==> src/design/jtag_sniffer_macros.svh <==
`ifndef JTAG_SNIFFER_MACROS_SVH
`define JTAG_SNIFFER_MACROS_SVH

// bits of history kept per jtag wire, one display row worth
`define JS_HIST_BITS 64

// display geometry
`define JS_ROWS 4     // row 0 status, rows 1..3 tms/tdi/tdo
`define JS_DIGITS 16  // hex digits per row

// flops per pin in the input synchronizer
`define JS_SYNC_STAGES 2

`endif

==> src/design/jtag_sniffer_pkg.sv <==
`include "jtag_sniffer_macros.svh"

package jtag_sniffer_pkg;

    // pin levels captured at one tck rise
    typedef struct packed {
        logic tms;
        logic tdi;
        logic tdo;  // target output, stable at the rise
    } jtag_sample_t;

    // 1149.1 tap states, codes as commonly shown in debuggers
    typedef enum logic [3:0] {
        test_logic_reset = 4'hF,
        run_test_idle    = 4'hC,
        select_dr        = 4'h7,
        capture_dr       = 4'h6,
        shift_dr         = 4'h2,
        exit1_dr         = 4'h1,
        pause_dr         = 4'h3,
        exit2_dr         = 4'h0,
        update_dr        = 4'h5,
        select_ir        = 4'h4,
        capture_ir       = 4'hE,
        shift_ir         = 4'hA,
        exit1_ir         = 4'h9,
        pause_ir         = 4'hB,
        exit2_ir         = 4'h8,
        update_ir        = 4'hD
    } tap_state_e;

    // one display row, written as raw bits or as hex digits
    typedef union packed {
        logic [`JS_HIST_BITS-1:0]   bits;
        logic [`JS_DIGITS-1:0][3:0] digit;  // digit 15 is leftmost
    } display_row_u;

    typedef display_row_u [`JS_ROWS-1:0] display_frame_t;  // index 0 is row 0

    // one hex digit on the output stream
    typedef struct packed {
        logic [$clog2(`JS_ROWS)-1:0]   row;
        logic [$clog2(`JS_DIGITS)-1:0] col;
        logic [3:0]                    nibble;
    } digit_beat_t;

endpackage

==> src/design/bit_history_capture.sv <==
`timescale 1ns/10ps
`include "jtag_sniffer_macros.svh"

module bit_history_capture (
    input  logic                           clk,
    input  logic                           rst_n,
    input  logic                           sample_strobe,
    input  jtag_sniffer_pkg::jtag_sample_t sample,
    output logic [`JS_HIST_BITS-1:0]       tms_hist,
    output logic [`JS_HIST_BITS-1:0]       tdi_hist,
    output logic [`JS_HIST_BITS-1:0]       tdo_hist
);

    // newest bit enters at the msb so it shows leftmost on the display,
    // older bits drift toward bit 0 and fall off
    always_ff @(posedge clk) begin
        if (!rst_n) begin
            tms_hist <= '0;
            tdi_hist <= '0;
            tdo_hist <= '0;
        end else if (sample_strobe) begin
            tms_hist <= {sample.tms, tms_hist[`JS_HIST_BITS-1:1]};
            tdi_hist <= {sample.tdi, tdi_hist[`JS_HIST_BITS-1:1]};
            tdo_hist <= {sample.tdo, tdo_hist[`JS_HIST_BITS-1:1]};  // taken at the rise
        end
    end

endmodule

==> src/design/digit_scanner.sv <==
`timescale 1ns/10ps
`include "jtag_sniffer_macros.svh"

module digit_scanner (
    input  logic                             clk,
    input  logic                             rst_n,
    input  jtag_sniffer_pkg::display_frame_t frame,
    output logic                             digit_valid,
    input  logic                             digit_ready,
    output jtag_sniffer_pkg::digit_beat_t    digit
);

    logic [$clog2(`JS_ROWS)-1:0]      row_q;   // position of the next beat to load
    logic [$clog2(`JS_DIGITS)-1:0]    col_q;
    jtag_sniffer_pkg::display_frame_t snap_q;  // frame copy for a whole pass
    logic                             load;
    logic                             frame_start;
    logic [3:0]                       nibble;

    assign load        = ~digit_valid | digit_ready;  // empty, or current beat leaves
    assign frame_start = (row_q == '0) && (col_q == '1);

    // first digit comes straight from the live frame, the rest from the copy
    assign nibble = frame_start ? frame[0].digit[`JS_DIGITS-1]
                                : snap_q[row_q].digit[col_q];

    // position counters and valid
    always_ff @(posedge clk) begin
        if (!rst_n) begin
            digit_valid <= 1'b0;
            row_q       <= '0;
            col_q       <= '1;  // start at row 0 col 15
        end else if (load) begin
            digit_valid <= 1'b1;
            col_q       <= col_q - 1'b1;  // 0 wraps to 15
            if (col_q == '0) begin
                row_q <= row_q + 1'b1;  // row 3 wraps to row 0
            end
        end
    end

    // beat and snapshot, held steady while the sink stalls
    always_ff @(posedge clk) begin
        if (load) begin
            digit.row    <= row_q;
            digit.col    <= col_q;
            digit.nibble <= nibble;
            if (frame_start) begin
                snap_q <= frame;
            end
        end
    end

endmodule

==> src/design/display_composer.sv <==
`timescale 1ns/10ps
`include "jtag_sniffer_macros.svh"

module display_composer (
    input  logic                             clk,
    input  logic                             rst_n,
    input  jtag_sniffer_pkg::tap_state_e     tap_state,
    input  logic [15:0]                      edge_count,
    input  logic [`JS_HIST_BITS-1:0]         tms_hist,
    input  logic [`JS_HIST_BITS-1:0]         tdi_hist,
    input  logic [`JS_HIST_BITS-1:0]         tdo_hist,
    output jtag_sniffer_pkg::display_frame_t frame
);

    jtag_sniffer_pkg::display_frame_t frame_next;

    always_comb begin
        frame_next = '0;
        // row 0 status line: state leftmost, edge count rightmost
        frame_next[0].digit[`JS_DIGITS-1] = tap_state;
        frame_next[0].digit[3:0]          = edge_count;
        // history rows taken bit for bit
        frame_next[1].bits = tms_hist;
        frame_next[2].bits = tdi_hist;
        frame_next[3].bits = tdo_hist;
    end

    // registered so the scanner never samples a half updated word
    always_ff @(posedge clk) begin
        if (!rst_n) begin
            frame                       <= '0;
            frame[0].digit[`JS_DIGITS-1] <= jtag_sniffer_pkg::test_logic_reset;
        end else begin
            frame <= frame_next;
        end
    end

endmodule

==> src/design/jtag_pin_sync.sv <==
`timescale 1ns/10ps
`include "jtag_sniffer_macros.svh"

module jtag_pin_sync (
    input  logic                           clk,
    input  logic                           rst_n,
    input  logic                           tck,
    input  logic                           tms,
    input  logic                           tdi,
    input  logic                           tdo,
    output logic                           sample_strobe,
    output jtag_sniffer_pkg::jtag_sample_t sample
);

    // pin order in every stage is tck, tms, tdi, tdo
    logic [`JS_SYNC_STAGES-1:0][3:0] sync_q;  // stage 0 sees the raw pins
    logic [3:0] pins_q;    // settled levels, one flop past the chain
    logic       tck_prev;  // tck from pins_q one cycle earlier
    logic       tck_rise;

    assign tck_rise = pins_q[3] & ~tck_prev;  // low then high

    // synchronizer and edge history keep running through reset
    // so a high tck at reset release is not taken as a rise
    always_ff @(posedge clk) begin
        sync_q   <= {sync_q[`JS_SYNC_STAGES-2:0], {tck, tms, tdi, tdo}};
        pins_q   <= sync_q[`JS_SYNC_STAGES-1];
        tck_prev <= pins_q[3];
    end

    always_ff @(posedge clk) begin
        if (!rst_n) begin
            sample_strobe <= 1'b0;
        end else begin
            sample_strobe <= tck_rise;  // one cycle per rise
        end
    end

    // levels ride along with the strobe
    always_ff @(posedge clk) begin
        sample.tms <= pins_q[2];
        sample.tdi <= pins_q[1];
        sample.tdo <= pins_q[0];
    end

endmodule

==> src/design/jtag_sniffer_top.sv <==
`timescale 1ns/10ps
`include "jtag_sniffer_macros.svh"

module jtag_sniffer_top (
    input  logic                          clk,
    input  logic                          rst_n,
    input  logic                          tck,
    input  logic                          tms,
    input  logic                          tdi,
    input  logic                          tdo,
    output logic                          digit_valid,
    input  logic                          digit_ready,
    output jtag_sniffer_pkg::digit_beat_t digit
);

    logic                             sample_strobe;
    jtag_sniffer_pkg::jtag_sample_t   sample;
    jtag_sniffer_pkg::tap_state_e     tap_state;
    logic [15:0]                      edge_count;
    logic [`JS_HIST_BITS-1:0]         tms_hist;
    logic [`JS_HIST_BITS-1:0]         tdi_hist;
    logic [`JS_HIST_BITS-1:0]         tdo_hist;
    jtag_sniffer_pkg::display_frame_t frame;

    // pins in, one strobe per tck rise
    jtag_pin_sync jtag_pin_sync_i (
        .clk(clk), .rst_n(rst_n),
        .tck(tck), .tms(tms), .tdi(tdi), .tdo(tdo),
        .sample_strobe(sample_strobe), .sample(sample)
    );

    // tracker and capture see the same strobe
    tap_state_tracker tap_state_tracker_i (
        .clk(clk), .rst_n(rst_n),
        .sample_strobe(sample_strobe), .sample(sample),
        .tap_state(tap_state), .edge_count(edge_count)
    );

    bit_history_capture bit_history_capture_i (
        .clk(clk), .rst_n(rst_n),
        .sample_strobe(sample_strobe), .sample(sample),
        .tms_hist(tms_hist), .tdi_hist(tdi_hist), .tdo_hist(tdo_hist)
    );

    display_composer display_composer_i (
        .clk(clk), .rst_n(rst_n),
        .tap_state(tap_state), .edge_count(edge_count),
        .tms_hist(tms_hist), .tdi_hist(tdi_hist), .tdo_hist(tdo_hist),
        .frame(frame)
    );

    // frame out as a digit stream
    digit_scanner digit_scanner_i (
        .clk(clk), .rst_n(rst_n),
        .frame(frame),
        .digit_valid(digit_valid), .digit_ready(digit_ready), .digit(digit)
    );

endmodule

==> src/design/tap_state_tracker.sv <==
`timescale 1ns/10ps

module tap_state_tracker (
    input  logic                           clk,
    input  logic                           rst_n,
    input  logic                           sample_strobe,
    input  jtag_sniffer_pkg::jtag_sample_t sample,
    output jtag_sniffer_pkg::tap_state_e   tap_state,
    output logic [15:0]                    edge_count
);

    jtag_sniffer_pkg::tap_state_e tap_next;

    // standard tap transition table, split on tms
    always_comb begin
        tap_next = tap_state;
        if (sample.tms) begin
            case (tap_state)
                jtag_sniffer_pkg::test_logic_reset: tap_next = jtag_sniffer_pkg::test_logic_reset;
                jtag_sniffer_pkg::run_test_idle:    tap_next = jtag_sniffer_pkg::select_dr;
                jtag_sniffer_pkg::select_dr:        tap_next = jtag_sniffer_pkg::select_ir;
                jtag_sniffer_pkg::capture_dr:       tap_next = jtag_sniffer_pkg::exit1_dr;
                jtag_sniffer_pkg::shift_dr:         tap_next = jtag_sniffer_pkg::exit1_dr;
                jtag_sniffer_pkg::exit1_dr:         tap_next = jtag_sniffer_pkg::update_dr;
                jtag_sniffer_pkg::pause_dr:         tap_next = jtag_sniffer_pkg::exit2_dr;
                jtag_sniffer_pkg::exit2_dr:         tap_next = jtag_sniffer_pkg::update_dr;
                jtag_sniffer_pkg::update_dr:        tap_next = jtag_sniffer_pkg::select_dr;
                jtag_sniffer_pkg::select_ir:        tap_next = jtag_sniffer_pkg::test_logic_reset;
                jtag_sniffer_pkg::capture_ir:       tap_next = jtag_sniffer_pkg::exit1_ir;
                jtag_sniffer_pkg::shift_ir:         tap_next = jtag_sniffer_pkg::exit1_ir;
                jtag_sniffer_pkg::exit1_ir:         tap_next = jtag_sniffer_pkg::update_ir;
                jtag_sniffer_pkg::pause_ir:         tap_next = jtag_sniffer_pkg::exit2_ir;
                jtag_sniffer_pkg::exit2_ir:         tap_next = jtag_sniffer_pkg::update_ir;
                jtag_sniffer_pkg::update_ir:        tap_next = jtag_sniffer_pkg::select_dr;
                default:                            tap_next = jtag_sniffer_pkg::test_logic_reset;
            endcase
        end else begin
            case (tap_state)
                jtag_sniffer_pkg::test_logic_reset: tap_next = jtag_sniffer_pkg::run_test_idle;
                jtag_sniffer_pkg::run_test_idle:    tap_next = jtag_sniffer_pkg::run_test_idle;
                jtag_sniffer_pkg::select_dr:        tap_next = jtag_sniffer_pkg::capture_dr;
                jtag_sniffer_pkg::capture_dr:       tap_next = jtag_sniffer_pkg::shift_dr;
                jtag_sniffer_pkg::shift_dr:         tap_next = jtag_sniffer_pkg::shift_dr;
                jtag_sniffer_pkg::exit1_dr:         tap_next = jtag_sniffer_pkg::pause_dr;
                jtag_sniffer_pkg::pause_dr:         tap_next = jtag_sniffer_pkg::pause_dr;
                jtag_sniffer_pkg::exit2_dr:         tap_next = jtag_sniffer_pkg::shift_dr;
                jtag_sniffer_pkg::update_dr:        tap_next = jtag_sniffer_pkg::run_test_idle;
                jtag_sniffer_pkg::select_ir:        tap_next = jtag_sniffer_pkg::capture_ir;
                jtag_sniffer_pkg::capture_ir:       tap_next = jtag_sniffer_pkg::shift_ir;
                jtag_sniffer_pkg::shift_ir:         tap_next = jtag_sniffer_pkg::shift_ir;
                jtag_sniffer_pkg::exit1_ir:         tap_next = jtag_sniffer_pkg::pause_ir;
                jtag_sniffer_pkg::pause_ir:         tap_next = jtag_sniffer_pkg::pause_ir;
                jtag_sniffer_pkg::exit2_ir:         tap_next = jtag_sniffer_pkg::shift_ir;
                jtag_sniffer_pkg::update_ir:        tap_next = jtag_sniffer_pkg::run_test_idle;
                default:                            tap_next = jtag_sniffer_pkg::test_logic_reset;
            endcase
        end
    end

    always_ff @(posedge clk) begin
        if (!rst_n) begin
            tap_state  <= jtag_sniffer_pkg::test_logic_reset;  // same as a target after trst
            edge_count <= '0;
        end else if (sample_strobe) begin
            tap_state  <= tap_next;
            edge_count <= edge_count + 16'd1;  // wraps at 65536
        end
    end

endmodule

==> config.mk <==
export PLATFORM = sky130hd
export DESIGN_NAME = jtag_sniffer_top
export DESIGN_NICKNAME = d
export VERILOG_FILES = /design/src/design/jtag_sniffer_pkg.sv /design/src/design/bit_history_capture.sv /design/src/design/digit_scanner.sv /design/src/design/display_composer.sv /design/src/design/jtag_pin_sync.sv /design/src/design/jtag_sniffer_top.sv /design/src/design/tap_state_tracker.sv
export VERILOG_INCLUDE_DIRS = /design/src /design/src/design
export SDC_FILE = /design/constraint.sdc
export NUM_CORES = 1
export LEC_CHECK = 0
export BUFFER_PORTS_ARGS = -buffer_cell sky130_fd_sc_hd__buf_4
export CELL_PAD_IN_SITES_DETAIL_PLACEMENT = 2
export CELL_PAD_IN_SITES_GLOBAL_PLACEMENT = 2
export CORE_MARGIN = 8
export CORE_UTILIZATION = 49
export DETAILED_ROUTE_END_ITERATION = 10
export PLACE_DENSITY_LB_ADDON = 0.1
export RECOVER_POWER = 25
export SYNTH_ARGS = -nofsm -noshare
export SYNTH_HDL_FRONTEND = slang
export SYNTH_SLANG_ARGS = --single-unit
==> constraint.sdc <==
create_clock -name clk -period 22.4 [get_ports clk]
set_input_delay 2.24 -clock clk [delete_from_list [all_inputs] [get_ports clk]]
set_output_delay 2.24 -clock clk [all_outputs]
set_load 0.01 [all_outputs]
Word-level counts from Yosys, hierarchy flattened:

Memories as Yosys holds them, arrays and structs flattened. A register that Yosys moved wholly into a read port is not among the register bits.
Index checks and enable logic that the tools add are counted.

* flip-flop bits (word level): 758
* bits in read-only memories: 128
* bits of input ports: 7
* output and inout port bits: 11
* word-level logic and storage cells: 55
* memories kept: 2

* $add $sub $neg: 3
* $lt $le $gt $ge: 2
* equal/unequal tests: 1
* mux-type cells: 10
* bitwise logic cells: 4
* reductions and logical operators: 5

Memories
* (no name shown): words 16, width 4, read ports 1, clocked after Yosys merged registers in 1, write ports 0, RTL line tap_state_tracker.sv:18 `case (tap_state)`
* (no name shown): words 16, width 4, read ports 1, clocked after Yosys merged registers in 1, write ports 0, RTL line tap_state_tracker.sv:38 `case (tap_state)`

Operators by type and width (count)
* 64-bit binary-select mux with 2-bit select: 1
* 64-bit two-way mux: 1
* 4-bit two-way mux: 7
* 16-bit by 1-bit adder with 16-bit output (second input constant): 1
* 4-bit binary-select mux with 4-bit select: 1
* 4-bit by 5-bit < comparator with 1-bit output (second input constant): 1
* 4-bit equality test (second input constant): 1
* 4-bit zero test: 1
* 2-bit AND reduction: 2
* 4-bit by 1-bit subtractor with 4-bit output (second input constant): 1
* 2-bit by 3-bit < comparator with 1-bit output (second input constant): 1
* 2-bit by 1-bit adder with 2-bit output (second input constant): 1
* 2-bit zero test: 1
* 1-bit NOT: 2
* 1-bit AND: 1
* 1-bit logical AND: 1
* 1-bit bitwise OR: 1

Longest topological paths before layout:

Gate-level depths: netlist of run 1.

* depth after elaboration: 5
* gate-level depth with buffers: 10
* gate-level depth less buffers: 7

Hierarchy:

Synthesis of run 1 repeated with hierarchy kept, for this count alone.

* cell total of the unflattened synthesis: 1739
* area total of the unflattened synthesis: 25729.7 um2

By module, submodules not included
* digit_scanner: times used 1, cells an instance 491, area each 10575.1 um2
* bit_history_capture: times used 1, cells an instance 619, area each 7462.2 um2
* display_composer: times used 1, cells an instance 492, area each 6144.6 um2
* tap_state_tracker: times used 1, cells an instance 119, area each 1198.6 um2
* jtag_pin_sync: times used 1, cells an instance 18, area each 349.1 um2

Worst setup path before layout of run 1:

No wires, ideal clock.

* path kind: input to register
* start point: input digit_ready
* end point: register digit_scanner_i.snap_q[0] (netlist name), enable pin
* arrival: 11.104 ns
* slack: 10.509 ns
* stages: 2
* path through: nor2b_1 -> nor2_1

* word-level cells in the longest chain between the ends: 2

Ends and longest elaborated chain
* start: declaration: RTL line jtag_sniffer_top.sv:12 `input logic digit_ready,`
* 1-bit bitwise OR: RTL line digit_scanner.sv:20 `assign load = ~digit_valid | digit_ready;`
* 2-bit AND reduction (no line)
* end signal: assignment: RTL line digit_scanner.sv:49 `snap_q <= frame;`
* end: declaration: RTL line digit_scanner.sv:15 `jtag_sniffer_pkg::display_frame_t snap_q;`

No other way between the ends.
A chain may end at the register's enable or synchronous reset.

Worst setup path after layout of run 1:

* start point: register digit_scanner_i.col_q[0]
* end point: register digit_scanner_i.snap_q[148] (netlist name), enable pin

* word-level cells in the longest chain between the ends: 3

Ends and longest elaborated chain
* start: declaration: RTL line digit_scanner.sv:14 `` logic [$clog2(`JS_DIGITS)-1:0] col_q; ``
* start signal: assignment: RTL line digit_scanner.sv:35 `col_q <= col_q - 1'b1;`
* 4-bit equality test: RTL line digit_scanner.sv:21 `assign frame_start = (row_q == '0) && (col_q == '1);`
* 1-bit logical AND: RTL line digit_scanner.sv:21
* 2-bit AND reduction (no line)

No other way between the ends.

==> flow_metrics.py, run 1 <==
metrics = {
    "run_status": {
        "run_status": "finished with violations",
        "violations": "max-capacitance violations, max-slew violations",
    },
    "setup_path": {
        "reg2reg_from": "digit_scanner_i.col_q[0]",
        "timing.critical_path.mode_cell": "buf_4",
        "r2r-end": "digit_scanner_i.snap_q[148]",
        "reg2regPathDepth": 5,
        "cp_top_family": "buffers and inverters",
        "r2r_slack_ns": 17.77,
        "path_buf_inv": 2,
        "critPathSlowestCell": "dfxtp_1",
        "crit_chain": "ha_1, nand4_1, nor2_4, buf_4, buf_4",
        "cp-startpoint": "digit_scanner_i.col_q[0]",
        "critical_path_arrival_ns": 4.83,
        "max_stage_delay_ns": 1.33,
        "worst-setup-path-type": "flop to flop",
        "worst_setup_path_start_kind": "flop",
        "crit_required_ns": 22.61,
        "crit_path_max_fanout": 81,
        "endpoint_kind": "flop",
    },
    "clock_tree": {
        "cts_made_buffers": 71,
        "clock_tree.root_cell": "clkbuf_16",
        "clock-sinks": 678,
        "path_clk_slew_ns": 0.06,
        "cts_max_level": 3,
        "hold_buffers": 0,
        "cts_tree": "built",
        "clk-insertion-delay-late_ns": 0.60,
        "post_cts_buffers": 0,
        "clock_path_buffers": 3,
        "cts-resized-gates": 0,
    },
    "timing": {
        "post-route-min-period_ns": 4.63,
        "hold_viol": 0,
        "timing.final.crit_share_pct": 20.7,
        "slew_violations": 1,
        "finalSetupTns_ns": 0,
        "tightest_slew_ns": 1.50,
        "relSlewSlack_pct": -0.0547,
        "worst_clock_skew_ns": 0.0202,
        "fin_hold_ws_ns": 0.323,
        "max_freq_mhz": 216,
        "rsz0062_at_grt": "false",
        "setup-violations-final": 0,
    },
    "synth": {
        "synth_top_area_share_pct": 39.2,
        "ys_ff_latch": 678,
        "synthFlopType": "dfxtp_1",
        "synth.distinct_cells": 54,
        "syn_area_um2": 23300,
        "synth_seq_area_share_pct": 67.8,
        "ys.warnings.count": 0,
        "synth-edff-count": 222,
        "synth.net_count": 1693,
        "synthTopCellsByArea": "dfxtp_1, edfxtp_1, mux2i_1, and2_1, nor2b_1",
        "yosysTopAreaCell": "dfxtp_1",
        "synthArstFlopShare_pct": 0,
        "syn_inst": 1681,
        "synth.avg_cell_area_um2": 13.9,
    },
    "global_route": {
        "grt_pass1_wl_mm": 82.9,
        "grt_pass1_vias": 14000,
        "track_usage_pct": 19.8,
        "antenna_found_initial": 2,
        "grt_max_degree": 267,
        "grt.overflow.total": 0,
    },
    "placed_design": {
        "dp.final_hpwl_mm": 30.6,
        "dp_cells": 2228,
        "gp_congestion": 0.738,
        "portBuffers": 17,
    },
    "worst_hold_path": {
        "hold_depth": 0,
        "worst_hold_startpoint": "jtag_pin_sync_i.sync_q[1]",
        "hold_path_end": "jtag_pin_sync_i.sync_q[5]",
        "min_path_type": "flop to flop",
    },
    "floorplanning": {
        "coreArea_um2": 47300,
        "num_rows": 80,
        "initial_core_util_pct": 49.2,
        "die_h_um": 234,
        "ios": 18,
        "die_area_um2": 54800,
        "die_w_um": 234,
    },
    "finish": {
        "nNetsFinal": 1698,
        "syn2layout_area_growth_pct": 12.6,
        "fin_cells": 2360,
        "drive_gt1_share_pct": 10.1,
        "n_antenna_cell": 0,
    },
    "flow_run": {
        "cap_violations": 1,
    },
    "drt": {
        "via_per_inst": 5.22,
        "antenna_left": 0,
        "drc": 0,
        "num_vias": 12300,
        "drt_pre_antenna_iters": 4,
        "wl_per_cell_um": 22.2,
        "drt-total-wl_mm": 52.4,
        "drt_iter0_drc": 611,
    },
    "power": {
        "p_leak_nw": 9.51,
        "p_per_area_nw_per_um2": 102,
        "max-vdd-ir-drop_v": 0.0000649,
    },
}
-- through the flow --
stage | total power [mW] | area, µm² | util [%] | setup slack (ns)
final | 2.67 | 26200 | 55.4 | 17.77
after global routing | 2.76 | 26200 | 55.4 | 17.50
after CTS | 2.71 | 26200 | 55.4 | 18.13
after detailed placement | 1.52 | 23900 | 50.4 | 17.47
after global placement | 1.51 | 23900 | 50.4 | 17.61
after floorplan | 1.48 | 23300 | - | 10.51
-- registers in the layout (all words and copies together), names as in the netlist, named ones only --
signal	count
tap_state_tracker_i.tap_state	4
jtag_pin_sync_i.sync_q	8
jtag_pin_sync_i.pins_q	4
bit_history_capture_i.tms_hist	64
digit_scanner_i.col_q	4
jtag_pin_sync_i.sample_strobe	1
jtag_pin_sync_i.sample	3
display_composer_i.frame	212
digit_scanner_i.digit	10
digit_scanner_i.digit_valid	1
bit_history_capture_i.tdi_hist	64
digit_scanner_i.row_q	2
digit_scanner_i.snap_q	212
jtag_pin_sync_i.tck_prev	1
bit_history_capture_i.tdo_hist	64
tap_state_tracker_i.edge_count	16
-- worst max-delay path by stage --
stage	slack, ns	depth (start not counted)	endpoint
3_3_place_gp	17.61	5	digit_scanner_i.snap_q[144]
5_1_grt	17.50	5	digit_scanner_i.snap_q[148]
3_5_place_dp	17.47	5	digit_scanner_i.snap_q[148]
2_1_floorplan	10.51	2	digit_scanner_i.snap_q[0]
4_1_cts	18.13	5	digit_scanner_i.snap_q[148]
6_report	17.77	5	digit_scanner_i.snap_q[148]
-- kinds of logic after synthesis --
kind of cell / synth area share [%]
compound gates: 2.25
xor+xnor: 0.564
mux: 13.4
simple gates: 13.5
fa+ha+maj: 0.312
flops: 67.8
buf+inv: 2.18
-- cells in the final DEF, fill, tap and decap left out, types with 4 or more instances in the layout --
cell type,n
a31oi_1,4
o21ai_0,10
and3_1,4
nand4_1,6
mux4_2,24
xnor2_1,11
mux4_1,4
edfxtp_1,222
a21oi_1,6
nand2_1,37
xor2_1,4
nand2b_1,9
clkbuf_1,20
mux2_2,8
nor2b_1,209
nor2_1,14
o22ai_1,5
a221oi_1,5
mux2i_1,238
a22oi_1,9
a211oi_1,4
dfxtp_1,452
bufinv_16,4
and2_1,224
ha_1,5
clkbuf_8,7
nand3_1,12
inv_1,13
buf_4,26
clkinv_2,17
clkbuf_16,78
-- Yosys cell counts, drive strengths merged, types with 9 or more instances --
| cell | number |
|---|---|
| buf | 43 |
| inv | 14 |
| xnor2 | 11 |
| nor2 | 15 |
| and2 | 224 |
| dfxtp | 456 |
| nand2b | 9 |
| a22oi | 10 |
| o21ai | 11 |
| clkbuf | 53 |
| nand2 | 37 |
| mux4 | 28 |
| nand3 | 12 |
| edfxtp | 222 |
| mux2i | 238 |
| nor2b | 209 |
-- worst register-to-register path: cells and delay by family, from the launching register on --
kind	cells	cell delay, ns
DFF	1	1.33
buffers and inverters	2	1.52
and+or+nand+nor	2	0.96
adders and majority gates	1	0.32
-- power breakdown --
| part | internal (mW) | total [mW] | switching [mW] |
|---|---|---|---|
| sequential | 1.33 | 1.36 | 0.0239 |
| clock | 0.706 | 1.18 | 0.477 |
| combinational | 0.0461 | 0.132 | 0.0855 |
| total | 2.08 | 2.67 | 0.587 |
-- final cells by class --
type,count,area [µm²]
clock buffer,105,2120
clock inverter,27,250
fill,4221,21100
inverter,14,52.6
multi-input combinational,893,7000
sequential,678,15800
tap,615,769
timing repair buffer,28,230
-- per-layer routing --
metal,vias up,global-route usage (%),routed length (µm)
li1,5805,-,-
met2,164,33.1,25600
met4,2,7.75,1530
met1,6240,25.3,23500
met5,-,0,13
met3,98,3.70,1730
Power figures use the tool's default switching activity.
==> run 2, diff against run 1 <==
--- a/config.mk
+++ b/config.mk
@@ -10,7 +10,7 @@
 export CELL_PAD_IN_SITES_DETAIL_PLACEMENT = 2
 export CELL_PAD_IN_SITES_GLOBAL_PLACEMENT = 2
 export CORE_MARGIN = 8
-export CORE_UTILIZATION = 49
+export CORE_UTILIZATION = 45
 export DETAILED_ROUTE_END_ITERATION = 10
 export PLACE_DENSITY_LB_ADDON = 0.1
 export RECOVER_POWER = 25
==> constraint.sdc (replaced) <==
create_clock -name clk -period 4.49 [get_ports clk]
set_input_delay 0.449 -clock clk [delete_from_list [all_inputs] [get_ports clk]]
set_output_delay 0.449 -clock clk [all_outputs]
set_load 0.01 [all_outputs]
==> run 2 against run 1 <==
- the flow now finishes without violations
- global-route usage shrank 1.6 points
- final area grew 0.25%
- worst hold slack lost 0.097 ns
- first-iteration DRC count grew 12%
- die area grew 8.3%
- core utilization shrank 4.0 points
- setup slack lost 16 ns
- register-to-register slack lost 16 ns
- cell count grew 2.9%
==> flow_metrics.py, run 2 (synthesized netlist as in run 1, its figures left out) <==
metrics = {
    "power": {
        "p_total_mw": 13.2,
        "netSwitchingFraction_pct": 22.0,
        "switching_power_mw": 2.91,
        "p_seq_share_pct": 51.9,
        "p_leak_nw": 9.47,
        "p_per_area_nw_per_um2": 502,
        "pwr-share-clk_pct": 43.6,
        "combPwrFrac_pct": 4.5,
        "p_int_mw": 10.3,
        "max-vdd-ir-drop_v": 0.000257,
    },
    "placed_design": {
        "dp.final_hpwl_mm": 33.4,
        "gp_congestion": 0.769,
        "placed_cell_area_um2": 24000,
        "portBuffers": 17,
    },
    "timing": {
        "rsz0062_at_grt": "false",
        "setup-violations-final": 0,
        "worst_clock_skew_ns": 0.0309,
        "tightest_slew_ns": 1.08,
        "relSlewSlack_pct": 27.9,
        "max_freq_mhz": 338,
        "slew_violations": 0,
        "fin_hold_ws_ns": 0.226,
        "timing.final.crit_share_pct": 65.9,
        "post-route-min-period_ns": 2.96,
        "hold_viol": 0,
    },
    "clock_tree": {
        "clock-sinks": 678,
        "clk-insertion-delay-late_ns": 0.59,
        "cts_made_buffers": 71,
        "hold_buffers": 4,
        "cts-resized-gates": 0,
        "cts_max_level": 3,
        "clock_tree.root_cell": "clkbuf_16",
        "cts_tree": "built",
        "post_cts_buffers": 0,
        "path_clk_slew_ns": 0.06,
        "clock_path_buffers": 3,
    },
    "drt": {
        "via_per_inst": 5.06,
        "antenna_left": 0,
        "wl_per_cell_um": 22.0,
        "num_vias": 12300,
        "drt_pre_antenna_iters": 6,
        "drc": 0,
        "drt_iter0_drc": 685,
        "drt-total-wl_mm": 53.5,
    },
    "setup_path": {
        "worst_setup_path_start_kind": "flop",
        "r2r-end": "digit_scanner_i.snap_q[185]",
        "cp-startpoint": "digit_scanner_i.col_q[0]",
        "crit_path_max_fanout": 162,
        "reg2reg_from": "digit_scanner_i.col_q[0]",
        "critical_path_arrival_ns": 3.16,
        "crit_required_ns": 4.69,
        "reg2regPathDepth": 4,
        "r2r_slack_ns": 1.53,
        "endpoint_kind": "flop",
        "worst-setup-path-type": "flop to flop",
    },
    "global_route": {
        "grt.overflow.total": 0,
        "grt_max_degree": 206,
        "antenna_found_initial": 3,
        "grt_pass1_vias": 13600,
        "grt_pass1_wl_mm": 83.5,
        "track_usage_pct": 18.2,
    },
    "run_status": {
        "run_status": "finished clean",
    },
    "finish": {
        "final_common_cell": "dfxtp_1",
        "fillers": 4704,
        "final_cell_mix": "dfxtp_1, mux2i_1, and2_1, edfxtp_1, nor2b_1",
        "nNetsFinal": 1701,
        "fin_area_um2": 26300,
        "final_core_util_pct": 51.4,
        "largestRegisters": "digit_scanner_i.snap_q (212), display_composer_i.frame (212)",
        "drive_gt1_share_pct": 9.50,
        "syn2layout_area_growth_pct": 12.9,
    },
    "flow_run": {
        "cap_violations": 0,
    },
    "worst_hold_path": {
        "hold_depth": 1,
        "worst_hold_startpoint": "rst_n",
        "hold_path_end": "digit_scanner_i.digit_valid",
        "min_path_type": "input port to flop",
    },
    "floorplanning": {
        "die_area_um2": 59300,
        "num_rows": 83,
        "coreArea_um2": 51200,
        "die_w_um": 244,
        "ios": 18,
        "die_h_um": 244,
        "initial_core_util_pct": 45.5,
    },
}
run 2: worst max-delay path by stage:
stage	end	slack, ns	cells after the start
global route	digit_scanner_i.snap_q[212]	1.39	4
finish	digit_scanner_i.snap_q[185]	1.53	4
global placement	digit_scanner_i.snap_q[105]	1.67	4
CTS	digit_scanner_i.snap_q[88]	1.59	4
detailed placement	digit_scanner_i.snap_q[107]	1.61	4
floorplan	digit_scanner_i.snap_q[0]	-0.33	7
run 2: critical path, cell delays in order, from the launching register on:
cell and delay (ns):
dfxtp_4 0.78, ha_1 0.26, nand4_1 0.37, nor2_4 0.26, buf_12 0.54
run 2: metal layers:
metal	up-vias	wire length, µm	global-route usage (%)
met4	0	1410	6.45
met3	81	1850	3.39
met5	-	0	0
li1	5815	-	-
met1	6209	24400	23.8
met2	189	25900	30.0
run 2: cell type report:
class | instances | area [µm²] | share of cell area [%]
clock buffer | 111 | 2100 | 8.00
clock inverter | 21 | 191 | 0.728
multi-input combinational | 893 | 7000 | 26.6
timing repair buffer | 31 | 288 | 1.09
antenna | 1 | 2.50 | 0.00952
sequential | 678 | 15800 | 60.1
inverter | 14 | 52.6 | 0.200
tap | 680 | 851 | 3.24
run 2: through the flow:
| stage | setup TNS (ns) | cells | worst slack [ns] |
|---|---|---|---|
| 2_1_floorplan | -69.10 | 1681 | -0.326 |
| 3_3_place_gp | 0 | 2292 | 1.67 |
| 3_5_place_dp | 0 | 2292 | 1.61 |
| 4_1_cts | 0 | 2428 | 1.59 |
| 5_1_grt | 0 | 2428 | 1.39 |
| 6_report | 0 | 2429 | 1.53 |
run 2: power by group through the flow:
stage | logic [mW] | registers (mW) | clock network (mW)
after floorplan | 0.457 | 6.85 | 0
after global placement | 0.589 | 6.98 | 0
after detailed placement | 0.606 | 6.98 | 0
after CTS | 0.609 | 6.86 | 5.92
after global routing | 0.648 | 6.87 | 6.15
final | 0.599 | 6.85 | 5.75
==> run 3, diff against run 2 <==
==> constraint.sdc (replaced) <==
create_clock -name clk -period 2.9 [get_ports clk]
set_input_delay 0.29 -clock clk [delete_from_list [all_inputs] [get_ports clk]]
set_output_delay 0.29 -clock clk [all_outputs]
set_load 0.01 [all_outputs]
==> run 3 against run 2 <==
- core utilization grew 0.56 points
- clock skew shrank 0.015 ns
- via count grew 1.0%
- non-clock buffer count grew 23
- largest cell class unchanged
- sequential share of layout area shrank 0.65 points
- wire length grew 1.9%
- setup slack lost 1.1 ns
==> flow_metrics.py, run 3 (synthesized netlist as in run 1, its figures left out) <==
metrics = {
    "run_status": {
        "run_status": "finished clean",
    },
    "timing": {
        "worst_clock_skew_ns": 0.0156,
        "timing.final.crit_share_pct": 86.8,
        "post-route-min-period_ns": 2.52,
        "relSlewSlack_pct": 27.6,
        "tightest_slew_ns": 1.09,
        "max_freq_mhz": 397,
        "finalSetupTns_ns": 0,
        "hold_viol": 0,
        "final.setup.worst_slack_ns": 0.383,
        "rsz0062_at_grt": "false",
        "slew_violations": 0,
        "fin_hold_ws_ns": 0.206,
        "setup-violations-final": 0,
    },
    "placed_design": {
        "dp.final_hpwl_mm": 34.8,
        "gp_congestion": 0.795,
        "placed_cell_area_um2": 24200,
        "place_ws_ns": 0.397,
        "dp_cells": 2314,
        "portBuffers": 17,
    },
    "global_route": {
        "grt_pass1_wl_mm": 84.4,
        "grt_max_degree": 186,
        "grt.overflow.total": 0,
        "grt_pass1_vias": 13800,
        "track_usage_pct": 18.5,
        "antenna_found_initial": 1,
    },
    "clock_tree": {
        "cts_max_level": 3,
        "clock-sinks": 678,
        "clk-insertion-delay-late_ns": 0.60,
        "clock_tree.root_cell": "clkbuf_16",
        "path_clk_slew_ns": 0.06,
        "cts_tree": "built",
        "clock_path_buffers": 3,
        "cts_made_buffers": 71,
    },
    "drt": {
        "num_vias": 12400,
        "drt_iter0_drc": 584,
        "antenna_left": 0,
        "via_per_inst": 5.07,
        "drt_pre_antenna_iters": 5,
        "drc": 0,
        "wl_per_cell_um": 22.3,
        "drt-total-wl_mm": 54.5,
    },
    "finish": {
        "final_core_util_pct": 51.9,
        "final_cell_mix": "dfxtp_1, mux2i_1, and2_1, edfxtp_1, nor2b_1",
        "nNetsFinal": 1724,
        "fin_cells": 2449,
        "largestRegisters": "digit_scanner_i.snap_q (212), display_composer_i.frame (212)",
        "final_common_cell": "dfxtp_1",
        "syn2layout_area_growth_pct": 14.1,
        "drive_gt1_share_pct": 10.7,
        "fin_area_um2": 26600,
        "n_antenna_cell": 0,
    },
    "worst_hold_path": {
        "worst_hold_startpoint": "digit_ready",
        "hold_path_end": "digit_scanner_i.col_q[0]",
        "hold_depth": 5,
        "min_path_type": "input port to flop",
    },
    "floorplanning": {
        "die_h_um": 244,
        "die_w_um": 244,
        "ios": 18,
        "initial_core_util_pct": 45.5,
        "die_area_um2": 59300,
        "num_rows": 83,
        "coreArea_um2": 51200,
    },
    "setup_path": {
        "endpoint_kind": "flop",
        "critical_path_arrival_ns": 2.80,
        "crit_required_ns": 3.18,
        "timing.critical_path.mode_cell": "buf_4",
        "worst_setup_path_start_kind": "flop",
        "max_stage_delay_ns": 0.46,
        "crit_path_max_fanout": 37,
        "crit_chain": "buf_4, inv_2, ha_1, nand4_1, nor2_4, buf_12, buf_4",
        "critPathSlowestCell": "dfxtp_2",
        "r2r-end": "digit_scanner_i.snap_q[218]",
        "worst-setup-path-type": "flop to flop",
        "r2r_slack_ns": 0.38,
        "reg2reg_from": "digit_scanner_i.row_q[0]",
        "reg2regPathDepth": 7,
    },
    "power": {
        "p_per_area_nw_per_um2": 778,
        "p_total_mw": 20.7,
        "max-vdd-ir-drop_v": 0.000433,
        "p_leak_nw": 9.63,
    },
    "flow_run": {
        "cap_violations": 0,
    },
}
run 3: cell types whose count changed in the layout (fill, tap and decap cells not counted), moves of 2 or more:
cell / delta
buf_12: +6
clkbuf_1: -6
clkbuf_8: +2
clkinv_2: -3
bufinv_16: +2
buf_4: +16
clkinv_1: +3
run 3: cell type report:
| cell class | count | area, µm² |
|---|---|---|
| Clock buffer | 106 | 2080 |
| Timing Repair Buffer | 54 | 538 |
| Tap cell | 680 | 851 |
| Fill cell | 4690 | 24600 |
| Multi-Input combinational cell | 893 | 7000 |
| Sequential cell | 678 | 15800 |
| Clock inverter | 24 | 249 |
| Inverter | 14 | 52.6 |
run 3: worst max-delay path by stage:
stage | from | to | slack, ns | cells past startpoint
2_1_floorplan | digit_scanner_i.row_q[0] | digit_scanner_i.snap_q[0] | -1.92 | 7
3_3_place_gp | digit_scanner_i.row_q[0] | digit_scanner_i.snap_q[221] | 0.47 | 7
3_5_place_dp | digit_scanner_i.row_q[0] | digit_scanner_i.snap_q[94] | 0.40 | 7
4_1_cts | digit_scanner_i.col_q[0] | digit_scanner_i.digit[2] | 0.37 | 6
5_1_grt | digit_scanner_i.col_q[0] | digit_scanner_i.digit[2] | 0.20 | 6
6_report | digit_scanner_i.row_q[0] | digit_scanner_i.snap_q[218] | 0.38 | 7
run 3: repair_timing:
item,CTS,global route
hold endpoints to repair,5,0
hold buffers,5,0
resized for setup,0,0
setup buffers,0,0
setup endpoints to repair,0,0
run 3: layer usage:
layer	track usage, %	vias to the layer above	routed length, µm
li1	-	5849	-
met5	0	-	0
met1	23.6	6291	24200
met2	31.0	186	26700
met3	3.22	93	1970
met4	7.10	0	1650
run 3: critical path: cells and delay by family (launching register included):
kind	cells	cell delay, ns
buffers and inverters	4	0.90
AND/OR/NAND/NOR	2	0.67
flip-flops	1	0.46
adder cells (fa/ha/maj)	1	0.14
run 3: report_power, final:
part | total (mW) | internal (mW) | switching [mW]
logic | 1.02 | 0.419 | 0.606
clock network | 9.09 | 5.42 | 3.67
registers | 10.6 | 10.3 | 0.277
